### config.mk
export PLATFORM = sky130hd
export DESIGN_NAME = mips_core
export DESIGN_NICKNAME = d
export VERILOG_FILES = /design/src/verilog/mips_isa_pkg.sv /design/src/verilog/mips_pipe_pkg.sv /design/src/verilog/decoder.sv /design/src/verilog/execute_unit.sv /design/src/verilog/result_stage.sv /design/src/verilog/mips_core.sv
export SDC_FILE = /design/constraint.sdc
export NUM_CORES = 2
export LEC_CHECK = 0
export BUFFER_PORTS_ARGS = -buffer_cell sky130_fd_sc_hd__buf_2
export CAP_MARGIN = 20
export CORE_MARGIN = 10
export CORE_UTILIZATION = 49
export DETAILED_ROUTE_END_ITERATION = 8
export GPL_TIMING_DRIVEN = 0
export HOLD_SLACK_MARGIN = 0.1
export PLACE_DENSITY = 0.66
export REMOVE_ABC_BUFFERS = 1
export SLEW_MARGIN = 20
export SYNTH_ARGS = -nofsm -noshare
export SYNTH_HDL_FRONTEND = slang
export SYNTH_HIERARCHICAL = 1
export SYNTH_SLANG_ARGS = --single-unit
### constraint.sdc
create_clock -name i_clk -period 6.05 [get_ports i_clk]
set_input_delay 1.21 -clock i_clk [delete_from_list [all_inputs] [get_ports i_clk]]
set_output_delay 1.21 -clock i_clk [all_outputs]
set_load 0.05 [all_outputs]
### src/verilog/mips_isa_pkg.sv
`default_nettype none

package mips_isa_pkg;

    localparam int XLEN       = 32;  // Word and register width.
    localparam int OP_W       = 6;
    localparam int FUNCT_W    = 6;
    localparam int REG_ADDR_W = 5;
    localparam int SHAMT_W    = 5;
    localparam int IMM_W      = 16;
    localparam int JINDEX_W   = 26;

    // Field positions within the instruction word.
    localparam int OP_LSB    = 26;
    localparam int RS_LSB    = 21;
    localparam int RT_LSB    = 16;
    localparam int RD_LSB    = 11;
    localparam int SHAMT_LSB = 6;

    localparam logic [XLEN-1:0]       HALT_WORD = '1;
    localparam logic [REG_ADDR_W-1:0] LINK_REG  = 5'd31;  // Written by JAL.

    typedef enum logic [OP_W-1:0] {
        OP_SPECIAL = 6'd0,
        OP_J       = 6'd2,
        OP_JAL     = 6'd3,
        OP_BEQ     = 6'd4,
        OP_BNE     = 6'd5,
        OP_ADDIU   = 6'd9,
        OP_SLTI    = 6'd10,
        OP_ANDI    = 6'd12,
        OP_ORI     = 6'd13,
        OP_LUI     = 6'd15
    } opcode_e;

    typedef enum logic [FUNCT_W-1:0] {
        FN_SLL  = 6'd0,
        FN_SRL  = 6'd2,
        FN_SRA  = 6'd3,
        FN_JR   = 6'd8,
        FN_JALR = 6'd9,
        FN_ADDU = 6'd33,
        FN_SUBU = 6'd35,
        FN_AND  = 6'd36,
        FN_OR   = 6'd37,
        FN_XOR  = 6'd38,
        FN_SLT  = 6'd42
    } funct_e;

endpackage

`default_nettype wire

### src/verilog/mips_pipe_pkg.sv
`default_nettype none

package mips_pipe_pkg;

    typedef enum logic [3:0] {
        ALU_NOP,
        ALU_ADD,
        ALU_SUB,
        ALU_AND,
        ALU_OR,
        ALU_XOR,
        ALU_SLT,
        ALU_SLL,
        ALU_SRL,
        ALU_SRA,
        ALU_LUI
    } alu_op_e;

    typedef enum logic [2:0] {
        BR_NONE,
        BR_JR,
        BR_JALR,
        BR_BEQ,
        BR_BNE,
        BR_J,
        BR_JAL
    } branch_e;

    typedef struct packed {
        logic                                 valid;
        logic                                 halt;
        alu_op_e                              alu_op;
        branch_e                              branch;
        logic [mips_isa_pkg::REG_ADDR_W-1:0]  rs;
        logic [mips_isa_pkg::REG_ADDR_W-1:0]  rt;
        logic [mips_isa_pkg::REG_ADDR_W-1:0]  dest;
        logic                                 wr_en;
        logic                                 use_imm;
        logic [mips_isa_pkg::XLEN-1:0]        imm;  // Already extended.
        logic [mips_isa_pkg::SHAMT_W-1:0]     shamt;
        logic [mips_isa_pkg::JINDEX_W-1:0]    jindex;
    } decoded_t;

    typedef struct packed {
        logic                                 valid;
        logic                                 halt;
        branch_e                              branch;
        logic                                 taken;
        logic                                 wr_en;
        logic [mips_isa_pkg::REG_ADDR_W-1:0]  dest;
        logic [mips_isa_pkg::XLEN-1:0]        value;
        logic [mips_isa_pkg::XLEN-1:0]        reg_target;  // rs for JR and JALR.
        logic [mips_isa_pkg::IMM_W-1:0]       imm;
        logic [mips_isa_pkg::JINDEX_W-1:0]    jindex;
    } exec_t;

    typedef struct packed {
        logic [mips_isa_pkg::XLEN-1:0]        pc;
        logic                                 wr_en;
        logic [mips_isa_pkg::REG_ADDR_W-1:0]  wr_addr;
        logic [mips_isa_pkg::XLEN-1:0]        wr_data;
    } retire_t;

endpackage

`default_nettype wire

### src/verilog/decoder.sv
`timescale 1ns/1ps
`default_nettype none

module decoder
(
    input  logic                            i_clk,
    input  logic                            i_arst_n,
    input  logic                            i_instr_valid,
    input  logic [mips_isa_pkg::XLEN-1:0]   i_instr,
    output mips_pipe_pkg::decoded_t         o_decoded
);

    mips_isa_pkg::opcode_e                 opcode;
    mips_isa_pkg::funct_e                  funct;
    logic [mips_isa_pkg::IMM_W-1:0]        imm_raw;
    logic [mips_isa_pkg::XLEN-1:0]         imm_zext;
    logic                                  accept;
    logic                                  halted_q;
    logic                                  valid_q;
    mips_pipe_pkg::decoded_t               dec_d;
    mips_pipe_pkg::decoded_t               dec_q;

    assign opcode   = mips_isa_pkg::opcode_e'(i_instr[mips_isa_pkg::OP_LSB +: mips_isa_pkg::OP_W]);
    assign funct    = mips_isa_pkg::funct_e'(i_instr[mips_isa_pkg::FUNCT_W-1:0]);
    assign imm_raw  = i_instr[mips_isa_pkg::IMM_W-1:0];
    assign imm_zext = {{(mips_isa_pkg::XLEN - mips_isa_pkg::IMM_W){1'b0}}, imm_raw};
    assign accept   = i_instr_valid && !halted_q;  // Nothing taken after HALT.

    //////////////////////////////////////////////////////////////////////
    // Field split and classification
    //////////////////////////////////////////////////////////////////////

    always_comb
    begin
        dec_d        = '0;
        dec_d.valid  = accept;
        dec_d.rs     = i_instr[mips_isa_pkg::RS_LSB +: mips_isa_pkg::REG_ADDR_W];
        dec_d.rt     = i_instr[mips_isa_pkg::RT_LSB +: mips_isa_pkg::REG_ADDR_W];
        dec_d.dest   = i_instr[mips_isa_pkg::RD_LSB +: mips_isa_pkg::REG_ADDR_W];
        dec_d.imm    = {{(mips_isa_pkg::XLEN - mips_isa_pkg::IMM_W){imm_raw[15]}}, imm_raw};
        dec_d.shamt  = i_instr[mips_isa_pkg::SHAMT_LSB +: mips_isa_pkg::SHAMT_W];
        dec_d.jindex = i_instr[mips_isa_pkg::JINDEX_W-1:0];
        if (i_instr == mips_isa_pkg::HALT_WORD)
        begin
            dec_d.halt = 1'b1;
        end
        else
        begin
            case (opcode)
                mips_isa_pkg::OP_SPECIAL:
                begin
                    case (funct)
                        mips_isa_pkg::FN_SLL:  dec_d.alu_op = mips_pipe_pkg::ALU_SLL;
                        mips_isa_pkg::FN_SRL:  dec_d.alu_op = mips_pipe_pkg::ALU_SRL;
                        mips_isa_pkg::FN_SRA:  dec_d.alu_op = mips_pipe_pkg::ALU_SRA;
                        mips_isa_pkg::FN_ADDU: dec_d.alu_op = mips_pipe_pkg::ALU_ADD;
                        mips_isa_pkg::FN_SUBU: dec_d.alu_op = mips_pipe_pkg::ALU_SUB;
                        mips_isa_pkg::FN_AND:  dec_d.alu_op = mips_pipe_pkg::ALU_AND;
                        mips_isa_pkg::FN_OR:   dec_d.alu_op = mips_pipe_pkg::ALU_OR;
                        mips_isa_pkg::FN_XOR:  dec_d.alu_op = mips_pipe_pkg::ALU_XOR;
                        mips_isa_pkg::FN_SLT:  dec_d.alu_op = mips_pipe_pkg::ALU_SLT;
                        mips_isa_pkg::FN_JR:   dec_d.branch = mips_pipe_pkg::BR_JR;
                        mips_isa_pkg::FN_JALR: dec_d.branch = mips_pipe_pkg::BR_JALR;
                        default: ;  // Unknown function, no-op.
                    endcase
                    dec_d.wr_en = (dec_d.alu_op != mips_pipe_pkg::ALU_NOP) ||
                                  (dec_d.branch == mips_pipe_pkg::BR_JALR);
                end
                mips_isa_pkg::OP_J:     dec_d.branch = mips_pipe_pkg::BR_J;
                mips_isa_pkg::OP_JAL:
                begin
                    dec_d.branch = mips_pipe_pkg::BR_JAL;
                    dec_d.dest   = mips_isa_pkg::LINK_REG;
                    dec_d.wr_en  = 1'b1;
                end
                mips_isa_pkg::OP_BEQ:   dec_d.branch = mips_pipe_pkg::BR_BEQ;
                mips_isa_pkg::OP_BNE:   dec_d.branch = mips_pipe_pkg::BR_BNE;
                mips_isa_pkg::OP_ADDIU: dec_d.alu_op = mips_pipe_pkg::ALU_ADD;
                mips_isa_pkg::OP_SLTI:  dec_d.alu_op = mips_pipe_pkg::ALU_SLT;
                mips_isa_pkg::OP_ANDI:
                begin
                    dec_d.alu_op = mips_pipe_pkg::ALU_AND;
                    dec_d.imm    = imm_zext;
                end
                mips_isa_pkg::OP_ORI:
                begin
                    dec_d.alu_op = mips_pipe_pkg::ALU_OR;
                    dec_d.imm    = imm_zext;
                end
                mips_isa_pkg::OP_LUI:   dec_d.alu_op = mips_pipe_pkg::ALU_LUI;
                default: ;
            endcase
            // I-type arithmetic writes rt.
            if (opcode != mips_isa_pkg::OP_SPECIAL && dec_d.alu_op != mips_pipe_pkg::ALU_NOP)
            begin
                dec_d.use_imm = 1'b1;
                dec_d.dest    = dec_d.rt;
                dec_d.wr_en   = 1'b1;
            end
        end
        if (dec_d.dest == '0)
        begin
            dec_d.wr_en = 1'b0;
        end
    end

    //////////////////////////////////////////////////////////////////////
    // Stage register
    //////////////////////////////////////////////////////////////////////

    always_ff @(posedge i_clk or negedge i_arst_n)
    begin
        if (!i_arst_n)
        begin
            halted_q <= 1'b0;
            valid_q  <= 1'b0;
        end
        else
        begin
            valid_q <= accept;
            if (accept && dec_d.halt)
            begin
                halted_q <= 1'b1;
            end
        end
    end

    always_ff @(posedge i_clk)
    begin
        dec_q <= dec_d;
    end

    always_comb
    begin
        o_decoded       = dec_q;
        o_decoded.valid = valid_q;
    end

endmodule

`default_nettype wire

### src/verilog/execute_unit.sv
`timescale 1ns/1ps
`default_nettype none

module execute_unit
(
    input  logic                                  i_clk,
    input  logic                                  i_arst_n,
    input  mips_pipe_pkg::decoded_t               i_decoded,
    output logic [mips_isa_pkg::REG_ADDR_W-1:0]   o_rs_addr,
    output logic [mips_isa_pkg::REG_ADDR_W-1:0]   o_rt_addr,
    input  logic [mips_isa_pkg::XLEN-1:0]         i_rs_data,
    input  logic [mips_isa_pkg::XLEN-1:0]         i_rt_data,
    output mips_pipe_pkg::exec_t                  o_exec
);

    logic                                  fwd_rs;
    logic                                  fwd_rt;
    logic [mips_isa_pkg::XLEN-1:0]         rs_val;
    logic [mips_isa_pkg::XLEN-1:0]         rt_val;
    logic [mips_isa_pkg::XLEN-1:0]         op_b;
    logic [mips_isa_pkg::XLEN-1:0]         alu_res;
    logic                                  taken;
    logic                                  valid_q;
    mips_pipe_pkg::exec_t                  ex_d;
    mips_pipe_pkg::exec_t                  ex_q;

    assign o_rs_addr = i_decoded.rs;
    assign o_rt_addr = i_decoded.rt;

    // Instruction just ahead is still in the output register.
    assign fwd_rs = o_exec.valid && o_exec.wr_en && (o_exec.dest != '0) &&
                    (o_exec.dest == i_decoded.rs);
    assign fwd_rt = o_exec.valid && o_exec.wr_en && (o_exec.dest != '0) &&
                    (o_exec.dest == i_decoded.rt);

    assign rs_val = fwd_rs ? o_exec.value : i_rs_data;
    assign rt_val = fwd_rt ? o_exec.value : i_rt_data;
    assign op_b   = i_decoded.use_imm ? i_decoded.imm : rt_val;

    //////////////////////////////////////////////////////////////////////
    // ALU and branch condition
    //////////////////////////////////////////////////////////////////////

    always_comb
    begin
        case (i_decoded.alu_op)
            mips_pipe_pkg::ALU_ADD: alu_res = rs_val + op_b;
            mips_pipe_pkg::ALU_SUB: alu_res = rs_val - op_b;
            mips_pipe_pkg::ALU_AND: alu_res = rs_val & op_b;
            mips_pipe_pkg::ALU_OR:  alu_res = rs_val | op_b;
            mips_pipe_pkg::ALU_XOR: alu_res = rs_val ^ op_b;
            mips_pipe_pkg::ALU_SLT: alu_res = {31'd0, $signed(rs_val) < $signed(op_b)};
            mips_pipe_pkg::ALU_SLL: alu_res = rt_val << i_decoded.shamt;
            mips_pipe_pkg::ALU_SRL: alu_res = rt_val >> i_decoded.shamt;
            mips_pipe_pkg::ALU_SRA: alu_res = $signed(rt_val) >>> i_decoded.shamt;
            mips_pipe_pkg::ALU_LUI: alu_res = {i_decoded.imm[mips_isa_pkg::IMM_W-1:0], 16'd0};
            default:                alu_res = '0;
        endcase
    end

    always_comb
    begin
        case (i_decoded.branch)
            mips_pipe_pkg::BR_NONE: taken = 1'b0;
            mips_pipe_pkg::BR_BEQ:  taken = (rs_val == rt_val);
            mips_pipe_pkg::BR_BNE:  taken = (rs_val != rt_val);
            default:                taken = 1'b1;  // Jumps always taken.
        endcase
    end

    always_comb
    begin
        ex_d.valid      = i_decoded.valid;
        ex_d.halt       = i_decoded.halt;
        ex_d.branch     = i_decoded.branch;
        ex_d.taken      = taken;
        ex_d.wr_en      = i_decoded.wr_en;
        ex_d.dest       = i_decoded.dest;
        ex_d.value      = alu_res;
        ex_d.reg_target = rs_val;
        ex_d.imm        = i_decoded.imm[mips_isa_pkg::IMM_W-1:0];
        ex_d.jindex     = i_decoded.jindex;
    end

    always_ff @(posedge i_clk or negedge i_arst_n)
    begin
        if (!i_arst_n)
        begin
            valid_q <= 1'b0;
        end
        else
        begin
            valid_q <= i_decoded.valid;
        end
    end

    always_ff @(posedge i_clk)
    begin
        ex_q <= ex_d;
    end

    always_comb
    begin
        o_exec       = ex_q;
        o_exec.valid = valid_q;
    end

endmodule

`default_nettype wire

### src/verilog/result_stage.sv
`timescale 1ns/1ps
`default_nettype none

module result_stage
#(
    parameter logic [mips_isa_pkg::XLEN-1:0] RESET_PC = '0
)
(
    input  logic                                  i_clk,
    input  logic                                  i_arst_n,
    input  mips_pipe_pkg::exec_t                  i_exec,
    input  logic [mips_isa_pkg::REG_ADDR_W-1:0]   i_rs_addr,
    input  logic [mips_isa_pkg::REG_ADDR_W-1:0]   i_rt_addr,
    output logic [mips_isa_pkg::XLEN-1:0]         o_rs_data,
    output logic [mips_isa_pkg::XLEN-1:0]         o_rt_data,
    output logic                                  o_retire,
    output mips_pipe_pkg::retire_t                o_retire_info,
    output logic [mips_isa_pkg::XLEN-1:0]         o_pc,
    output logic                                  o_halted
);

    localparam int NUM_REGS = 2 ** mips_isa_pkg::REG_ADDR_W;

    logic [mips_isa_pkg::XLEN-1:0]   regs [NUM_REGS];
    logic [mips_isa_pkg::XLEN-1:0]   pc_q;
    logic [mips_isa_pkg::XLEN-1:0]   pc_plus4;
    logic [mips_isa_pkg::XLEN-1:0]   br_offset;
    logic [mips_isa_pkg::XLEN-1:0]   next_pc;
    logic [mips_isa_pkg::XLEN-1:0]   wr_data;
    logic                            is_link;
    logic                            wr_en;

    assign o_rs_data = (i_rs_addr == '0) ? '0 : regs[i_rs_addr];  // r0 reads zero.
    assign o_rt_data = (i_rt_addr == '0) ? '0 : regs[i_rt_addr];

    assign pc_plus4  = pc_q + 32'd4;
    assign br_offset = {{14{i_exec.imm[mips_isa_pkg::IMM_W-1]}}, i_exec.imm, 2'b00};
    assign is_link   = (i_exec.branch == mips_pipe_pkg::BR_JAL) ||
                       (i_exec.branch == mips_pipe_pkg::BR_JALR);
    assign wr_en     = i_exec.valid && i_exec.wr_en;
    assign wr_data   = is_link ? pc_plus4 : i_exec.value;
    assign o_pc      = pc_q;

    //////////////////////////////////////////////////////////////////////
    // Next PC
    //////////////////////////////////////////////////////////////////////

    always_comb
    begin
        next_pc = pc_plus4;
        if (i_exec.taken)
        begin
            case (i_exec.branch)
                mips_pipe_pkg::BR_BEQ,
                mips_pipe_pkg::BR_BNE:  next_pc = pc_plus4 + br_offset;
                mips_pipe_pkg::BR_J,
                mips_pipe_pkg::BR_JAL:  next_pc = {pc_plus4[31:28], i_exec.jindex, 2'b00};
                mips_pipe_pkg::BR_JR,
                mips_pipe_pkg::BR_JALR: next_pc = i_exec.reg_target;
                default: ;
            endcase
        end
    end

    always_ff @(posedge i_clk or negedge i_arst_n)
    begin
        if (!i_arst_n)
        begin
            for (int i = 0; i < NUM_REGS; i++)
            begin
                regs[i] <= '0;
            end
            pc_q     <= RESET_PC;
            o_retire <= 1'b0;
            o_halted <= 1'b0;
        end
        else
        begin
            o_retire <= i_exec.valid;
            if (i_exec.valid)
            begin
                pc_q <= next_pc;
                if (i_exec.halt)
                begin
                    o_halted <= 1'b1;
                end
            end
            if (wr_en)
            begin
                regs[i_exec.dest] <= wr_data;
            end
        end
    end

    // Retire report, zeroed fields when nothing is written.
    always_ff @(posedge i_clk)
    begin
        if (i_exec.valid)
        begin
            o_retire_info.pc      <= pc_q;
            o_retire_info.wr_en   <= wr_en;
            o_retire_info.wr_addr <= wr_en ? i_exec.dest : '0;
            o_retire_info.wr_data <= wr_en ? wr_data : '0;
        end
    end

endmodule

`default_nettype wire

### src/verilog/mips_core.sv
`timescale 1ns/1ps
`default_nettype none

module mips_core
#(
    parameter logic [mips_isa_pkg::XLEN-1:0] RESET_PC = '0
)
(
    input  logic                            i_clk,
    input  logic                            i_arst_n,
    input  logic                            i_instr_valid,
    input  logic [mips_isa_pkg::XLEN-1:0]   i_instr,
    output logic                            o_retire,
    output mips_pipe_pkg::retire_t          o_retire_info,
    output logic [mips_isa_pkg::XLEN-1:0]   o_pc,
    output logic                            o_halted
);

    mips_pipe_pkg::decoded_t                 decoded;
    mips_pipe_pkg::exec_t                    exec;
    logic [mips_isa_pkg::REG_ADDR_W-1:0]     rs_addr;
    logic [mips_isa_pkg::REG_ADDR_W-1:0]     rt_addr;
    logic [mips_isa_pkg::XLEN-1:0]           rs_data;
    logic [mips_isa_pkg::XLEN-1:0]           rt_data;

    //////////////////////////////////////////////////////////////////////
    // Decode, execute, result
    //////////////////////////////////////////////////////////////////////

    decoder decoder0
    (
        .i_clk         (i_clk),
        .i_arst_n      (i_arst_n),
        .i_instr_valid (i_instr_valid),
        .i_instr       (i_instr),
        .o_decoded     (decoded)
    );

    execute_unit execute_unit0
    (
        .i_clk     (i_clk),
        .i_arst_n  (i_arst_n),
        .i_decoded (decoded),
        .o_rs_addr (rs_addr),
        .o_rt_addr (rt_addr),
        .i_rs_data (rs_data),
        .i_rt_data (rt_data),
        .o_exec    (exec)
    );

    result_stage
    #(
        .RESET_PC (RESET_PC)
    )
    result_stage0
    (
        .i_clk         (i_clk),
        .i_arst_n      (i_arst_n),
        .i_exec        (exec),
        .i_rs_addr     (rs_addr),
        .i_rt_addr     (rt_addr),
        .o_rs_data     (rs_data),
        .o_rt_data     (rt_data),
        .o_retire      (o_retire),
        .o_retire_info (o_retire_info),
        .o_pc          (o_pc),
        .o_halted      (o_halted)
    );

endmodule

`default_nettype wire

; Word-level counts from Yosys, hierarchy flattened
; Index checks and enable logic that the tools add are counted.
[op_classes]
addsub = 4
n_lt_le_gt_ge = 5
eq_ne = 43
shift = 3
muxes = 34
bitwise_logic = 6
n_reduce_logical = 27
[ops]
columns = op, n
row1 = 1024-bit bitwise mux, 1
row2 = 32-bit 2-to-1 mux, 13
row3 = 32-bit binary-select mux with 5-bit select, 2
row4 = 32-bit case mux with 10 select lines, 1
row5 = 32-bit demux with 5-bit select, 1
row6 = 32-bit case mux with 3 select lines, 1
row7 = 32-bit adder, 2
row8 = 6-bit by 4-bit == test with 1-bit output (second input constant), 7
row9 = 39-bit 2-to-1 mux, 1
row10 = 6-bit == test (second input constant), 6
row11 = 4-bit case mux with 9 select lines, 1
row12 = 32-bit by 3-bit adder with 32-bit output (second input constant), 1
row13 = 32-bit bitwise AND, 1
row14 = 32-bit == test, 1
row15 = 32-bit == test (second input constant), 1
row16 = 32-bit less-than comparator, 1
row17 = 32-bit inequality test, 1
row18 = 32-bit bitwise OR, 1
row19 = 32-bit by 5-bit left shift with 32-bit output, 1
row20 = 32-bit by 5-bit >> shifter with 32-bit output, 1
row21 = 32-bit by 5-bit >>> shifter with 32-bit output, 1
row22 = 32-bit subtractor, 1
row23 = 32-bit XOR, 1
row24 = 6-bit by 2-bit == test with 1-bit output (second input constant), 4
row25 = other kinds (33), 70
[totals]
reg_bits = 1336
elab_cells = 184

; Depth between registers and ports, before layout
[depth]
depth_word = 12
ltp_mapped = 26
ltp_nobuf = 19

; Cells and area by module
; Netlist, hierarchy kept.
[modules_own_cells]
columns = mod, n_inst, cells_each, area_each_um2
row1 = result_stage, 1, 5086, 58949.0
row2 = execute_unit, 1, 1658, 13305.3
row3 = decoder, 1, 194, 1874.3

; Least setup slack after synthesis
; No wires, ideal clock.
[synth_path]
kind = reg2reg
from = register, netlist name decoder0/o_decoded[16]
to = register execute_unit0.ex_q (netlist bit execute_unit0/o_exec[105])
setup_ns = 0.122
arrival_time_ns = 6.020
required_ns = 5.928
slack_ns = -0.092
stages_incl_launch_ff = 25
path_buffers = 6
period_less_slack_ns = 6.142
cell_sequence = dfxtp_1 > buf_4 > buf_4 > clkbuf_1 > buf_2 > buf_1 > mux4_2 > mux4_2 > mux2i_1 > nor2_1 > mux2i_1 > inv_1 > mux2_2 > inv_1 > ha_1 > clkbuf_1 > a211o_1 > a221oi_1 > o31ai_1 > a221oi_1 > o41ai_1 > and4_1 > a2111oi_0 > o21ai_0 > a221o_1
[synth_lines]
columns = element, line
row1 = to (signal assigned), execute_unit.sv:99  ; ex_q <= ex_d;
row2 = to (decl), execute_unit.sv:25  ; mips_pipe_pkg::exec_t ex_q;

==> impl_metrics.env <==
export IMPL_clk_path_buf_depth=3
export IMPL_setup_slack_ns=-0.0319
export IMPL_finalHoldViolCount=0
export IMPL_avgSynthCellArea_um2=10.7
export IMPL_wl_per_cell_um=30.9
export IMPL_grt_pass1_vias=58500
export IMPL_antenna_found_initial=5
export IMPL_critPathMaxStageDelay_ns=0.49
export IMPL_synth_ff_type="dfrtp_1"
export IMPL_totalWireLength_um=276000
export IMPL_fmax_ghz=0.164
export IMPL_pin_count=139
export IMPL_worstPathMaxFanout=23
export IMPL_netlist_cell_type_count=102
export IMPL_seq_area_mm2=0.0319
export IMPL_r2r_cells=21
export IMPL_critPathSlowestCell="mux4_2"
export IMPL_area_delta_synth_final_pct=15.8
export IMPL_nets=6970
export IMPL_vias_per_cell=6.71
export IMPL_power_density_mw_per_mm2=243
export IMPL_grt_pass1_wl_um=399000
export IMPL_r2r_slack_ns=-0.03
export IMPL_worst_ep_arrival_time_ns=6.76
export IMPL_drc=0
export IMPL_grt_overflow_total=0
export IMPL_clk_latency_ns=0.81
export IMPL_crit_required_ns=6.73
export IMPL_ys_seq_elements=1290
export IMPL_path_class="reg -> reg"
export IMPL_grt_start_max_net_pins=144
export IMPL_cts_hold_buf=0
export IMPL_period_minus_slack_ns=6.08
export IMPL_final_area_mm2=0.0859
export IMPL_portBuffers=138
export IMPL_num_rows=142
export IMPL_synthCells=6938
export IMPL_grtUsageTotal_pct=31.8
export IMPL_cts_tree="built"
export IMPL_status="finished, violations left"
export IMPL_end_kind="flip-flop"
export IMPL_fp_dieH_um=409
export IMPL_ir_drop_v=0.000271
export IMPL_critical_path_cell_count=21
export IMPL_clockRootBuffer="clkbuf_16"
export IMPL_drt_iter0_drc=7619
export IMPL_max_slew_margin_pct=14.6
export IMPL_place_area_mm2=0.0787
export IMPL_place_congestion=1.03
export IMPL_maxCapViolCount=0
export IMPL_layout_drive_gt1_share_pct=23.7
export IMPL_violations="negative setup slack"
export IMPL_htree_num_levels=4
export IMPL_hold_path_class="in -> async"
export IMPL_chipWidth_um=409
export IMPL_synth_warnings=6
export IMPL_mostFrequentLayoutCells="nand2_1, o21ai_0, dfrtp_1"
export IMPL_first_pass_iters=6
export IMPL_initial_core_util_pct=49.4
export IMPL_fin_crit_sh_pct=101
export IMPL_syn_area_mm2=0.0741
export IMPL_multi_input_area_mm2=0.0406
export IMPL_synth_edf_count=70
export IMPL_setup_viol=3
export IMPL_n_antenna_cell=0
export IMPL_leakage_nw=36.0
export IMPL_timing_hold_ws_ns=0.248
export IMPL_worstPathCellList="buf_16, buf_16, buf_16, buf_16, mux4_2, mux4_2, mux2i_1, nor2_1, a21oi_2, inv_1, ha_1, nor4_2, o41ai_2, buf_4, a21bo_2, a31oi_2, o41ai_2, buf_4, a311oi_1, xor2_1, a221o_1"
export IMPL_crit_family="compound AO/OA/AOI/OAI gates"
export IMPL_worstReg2RegEnd="execute_unit0/o_exec[105]$_SDFF_PN0_"
export IMPL_cp_num_buf_inv=7
export IMPL_critPathLaunch="decoder0/o_decoded[22]$_DFF_P_"
export IMPL_core_mm2=0.150
export IMPL_cp_start_kind="flip-flop"
export IMPL_drv_slew=0
export IMPL_cts_buffers=139
export IMPL_yosysSeqAreaShare_pct=42.9
export IMPL_hpwl_um=180000
export IMPL_clk_pin_slew_worst_paths_ns=0.06
export IMPL_routed_via_count=59900
export IMPL_async_flop_share_pct=82.2
export IMPL_nFillCells=12200
export IMPL_clkSinkCount=1290
export IMPL_skew_ns=0.0400
export IMPL_r2r_start="decoder0/o_decoded[22]$_DFF_P_"
export IMPL_tightest_slew_ns=1.27
export IMPL_drtAntennaViolNets=0
export IMPL_crit_path_end="execute_unit0/o_exec[105]$_SDFF_PN0_"
export IMPL_crit_path_frequent_cell="buf_16"
export IMPL_layout_commonest_cell="nand2_1"
export IMPL_dieArea_mm2=0.167
how the worst min path moves through the flow:
stage | startpoint | endpoint | slack, ns | cells after the start
after floorplan | decoder0/o_decoded[65]$_DFF_P_ | execute_unit0/o_exec[106]$_DFF_P_ | 0.31 | 0
after global placement | decoder0/o_decoded[68]$_DFF_P_ | execute_unit0/o_exec[109]$_DFF_P_ | 0.31 | 0
after detailed placement | decoder0/o_decoded[65]$_DFF_P_ | execute_unit0/o_exec[106]$_DFF_P_ | 0.31 | 0
after CTS | i_arst_n | result_stage0/regs[101]$_DFFE_PN0P_ | 0.23 | 1
after global routing | i_arst_n | result_stage0/regs[101]$_DFFE_PN0P_ | 0.26 | 1
final | i_arst_n | result_stage0/regs[69]$_DFFE_PN0P_ | 0.25 | 1
synthesized netlist by cell type, drive strengths merged, types with 55 or more instances:
library cell,number,share of area [%]
dfxtp,159,4.3
nor2,280,1.4
clkbuf,504,2.6
a21oi,200,1.4
o21ai,1185,8.0
mux2,59,0.90
mux4,683,21
ha,131,2.2
nand2,1256,6.4
edfxtp,70,2.8
inv,147,0.74
mux2i,244,3.3
buf,164,1.3
xnor2,77,0.93
dfrtp,1061,36
nand3,55,0.41
layout make-up:
class	count	share of cell area, %
Sequential cell	1290	37.1
Clock inverter	61	0.772
Multi-Input combinational cell	4833	47.3
Inverter	148	0.656
Clock buffer	191	4.72
Timing Repair Buffer	389	6.50
Tap cell	2016	2.94
flip-flops by register name, indices dropped and copies added (netlist names):
| name | cells |
|---|---|
| result_stage0/o_pc | 32 |
| execute_unit0/valid_q | 1 |
| decoder0/o_decoded | 42 |
| execute_unit0/o_exec | 117 |
| decoder0/valid_q | 1 |
| result_stage0/o_halted | 1 |
| result_stage0/regs | 1024 |
| decoder0/halted_q | 1 |
| result_stage0/o_retire_info | 70 |
| result_stage0/o_retire | 1 |
where the power goes:
part           switching [mW]  total (mW)  leakage (nW)  internal (mW)
clock network            3.77        8.84          2.32           5.08
registers               0.276        9.15          16.9           8.87
logic                    1.86        2.89          16.9           1.03
routing by layer:
metal,share of wire (%),global-route usage (%),wire length (um),up-vias
met5,0.0098,0,27,-
met3,10,7.52,28100,866
li1,-,-,-,25100
met2,45,48.6,125000,3624
met4,7.0,18.7,19300,4
met1,38,41.4,104000,30300
metrics by stage:
step	total power [mW]	setup TNS (ns)	setup slack, ns	cells	util [%]
after CTS	20.8	-0.369	-0.106	8868	56.5
after global routing	21.5	-0.0882	-0.0434	8928	57.2
final	20.9	-0.0682	-0.0319	8928	57.2
after global placement	11.9	-	-19.64	8424	49.6
after floorplan	10.9	-514.35	-9.92	6270	-
after detailed placement	11.9	-34.85	-1.98	8567	52.4
cells by family (layout without fill, tap and decap cells):
| logic type | after synthesis | in the layout | share of synthesized area (%) |
|---|---|---|---|
| compound gates | 1782 | 1782 | 13.7 |
| buf+inv | 816 | 789 | 4.59 |
| flops | 1290 | 1290 | 42.9 |
| fa+ha+maj | 134 | 134 | 2.29 |
| simple gates | 1819 | 1820 | 10.2 |
| xor+xnor | 111 | 111 | 1.33 |
| mux | 986 | 986 | 25.0 |
worst register-to-register path, delay by kind of cell, from the launching register on:
kind                       cells  cell delay, ns
xor gates and xnor gates       1            0.13
AOI/OAI and AO/OA              7            1.78
and+or+nand+nor                2            0.61
muxes                          3            1.30
adders and majority gates      1            0.31
DFF                            1            0.47
buffers and inverters          7            1.34
repair_timing:
item,in CTS,in global routing
endpoints found under the setup margin,32,25
setup buffers,31,53
resized for setup,99,98
cloned,18,7
pin swaps,12,27
(Power assumes the default switching activity.)
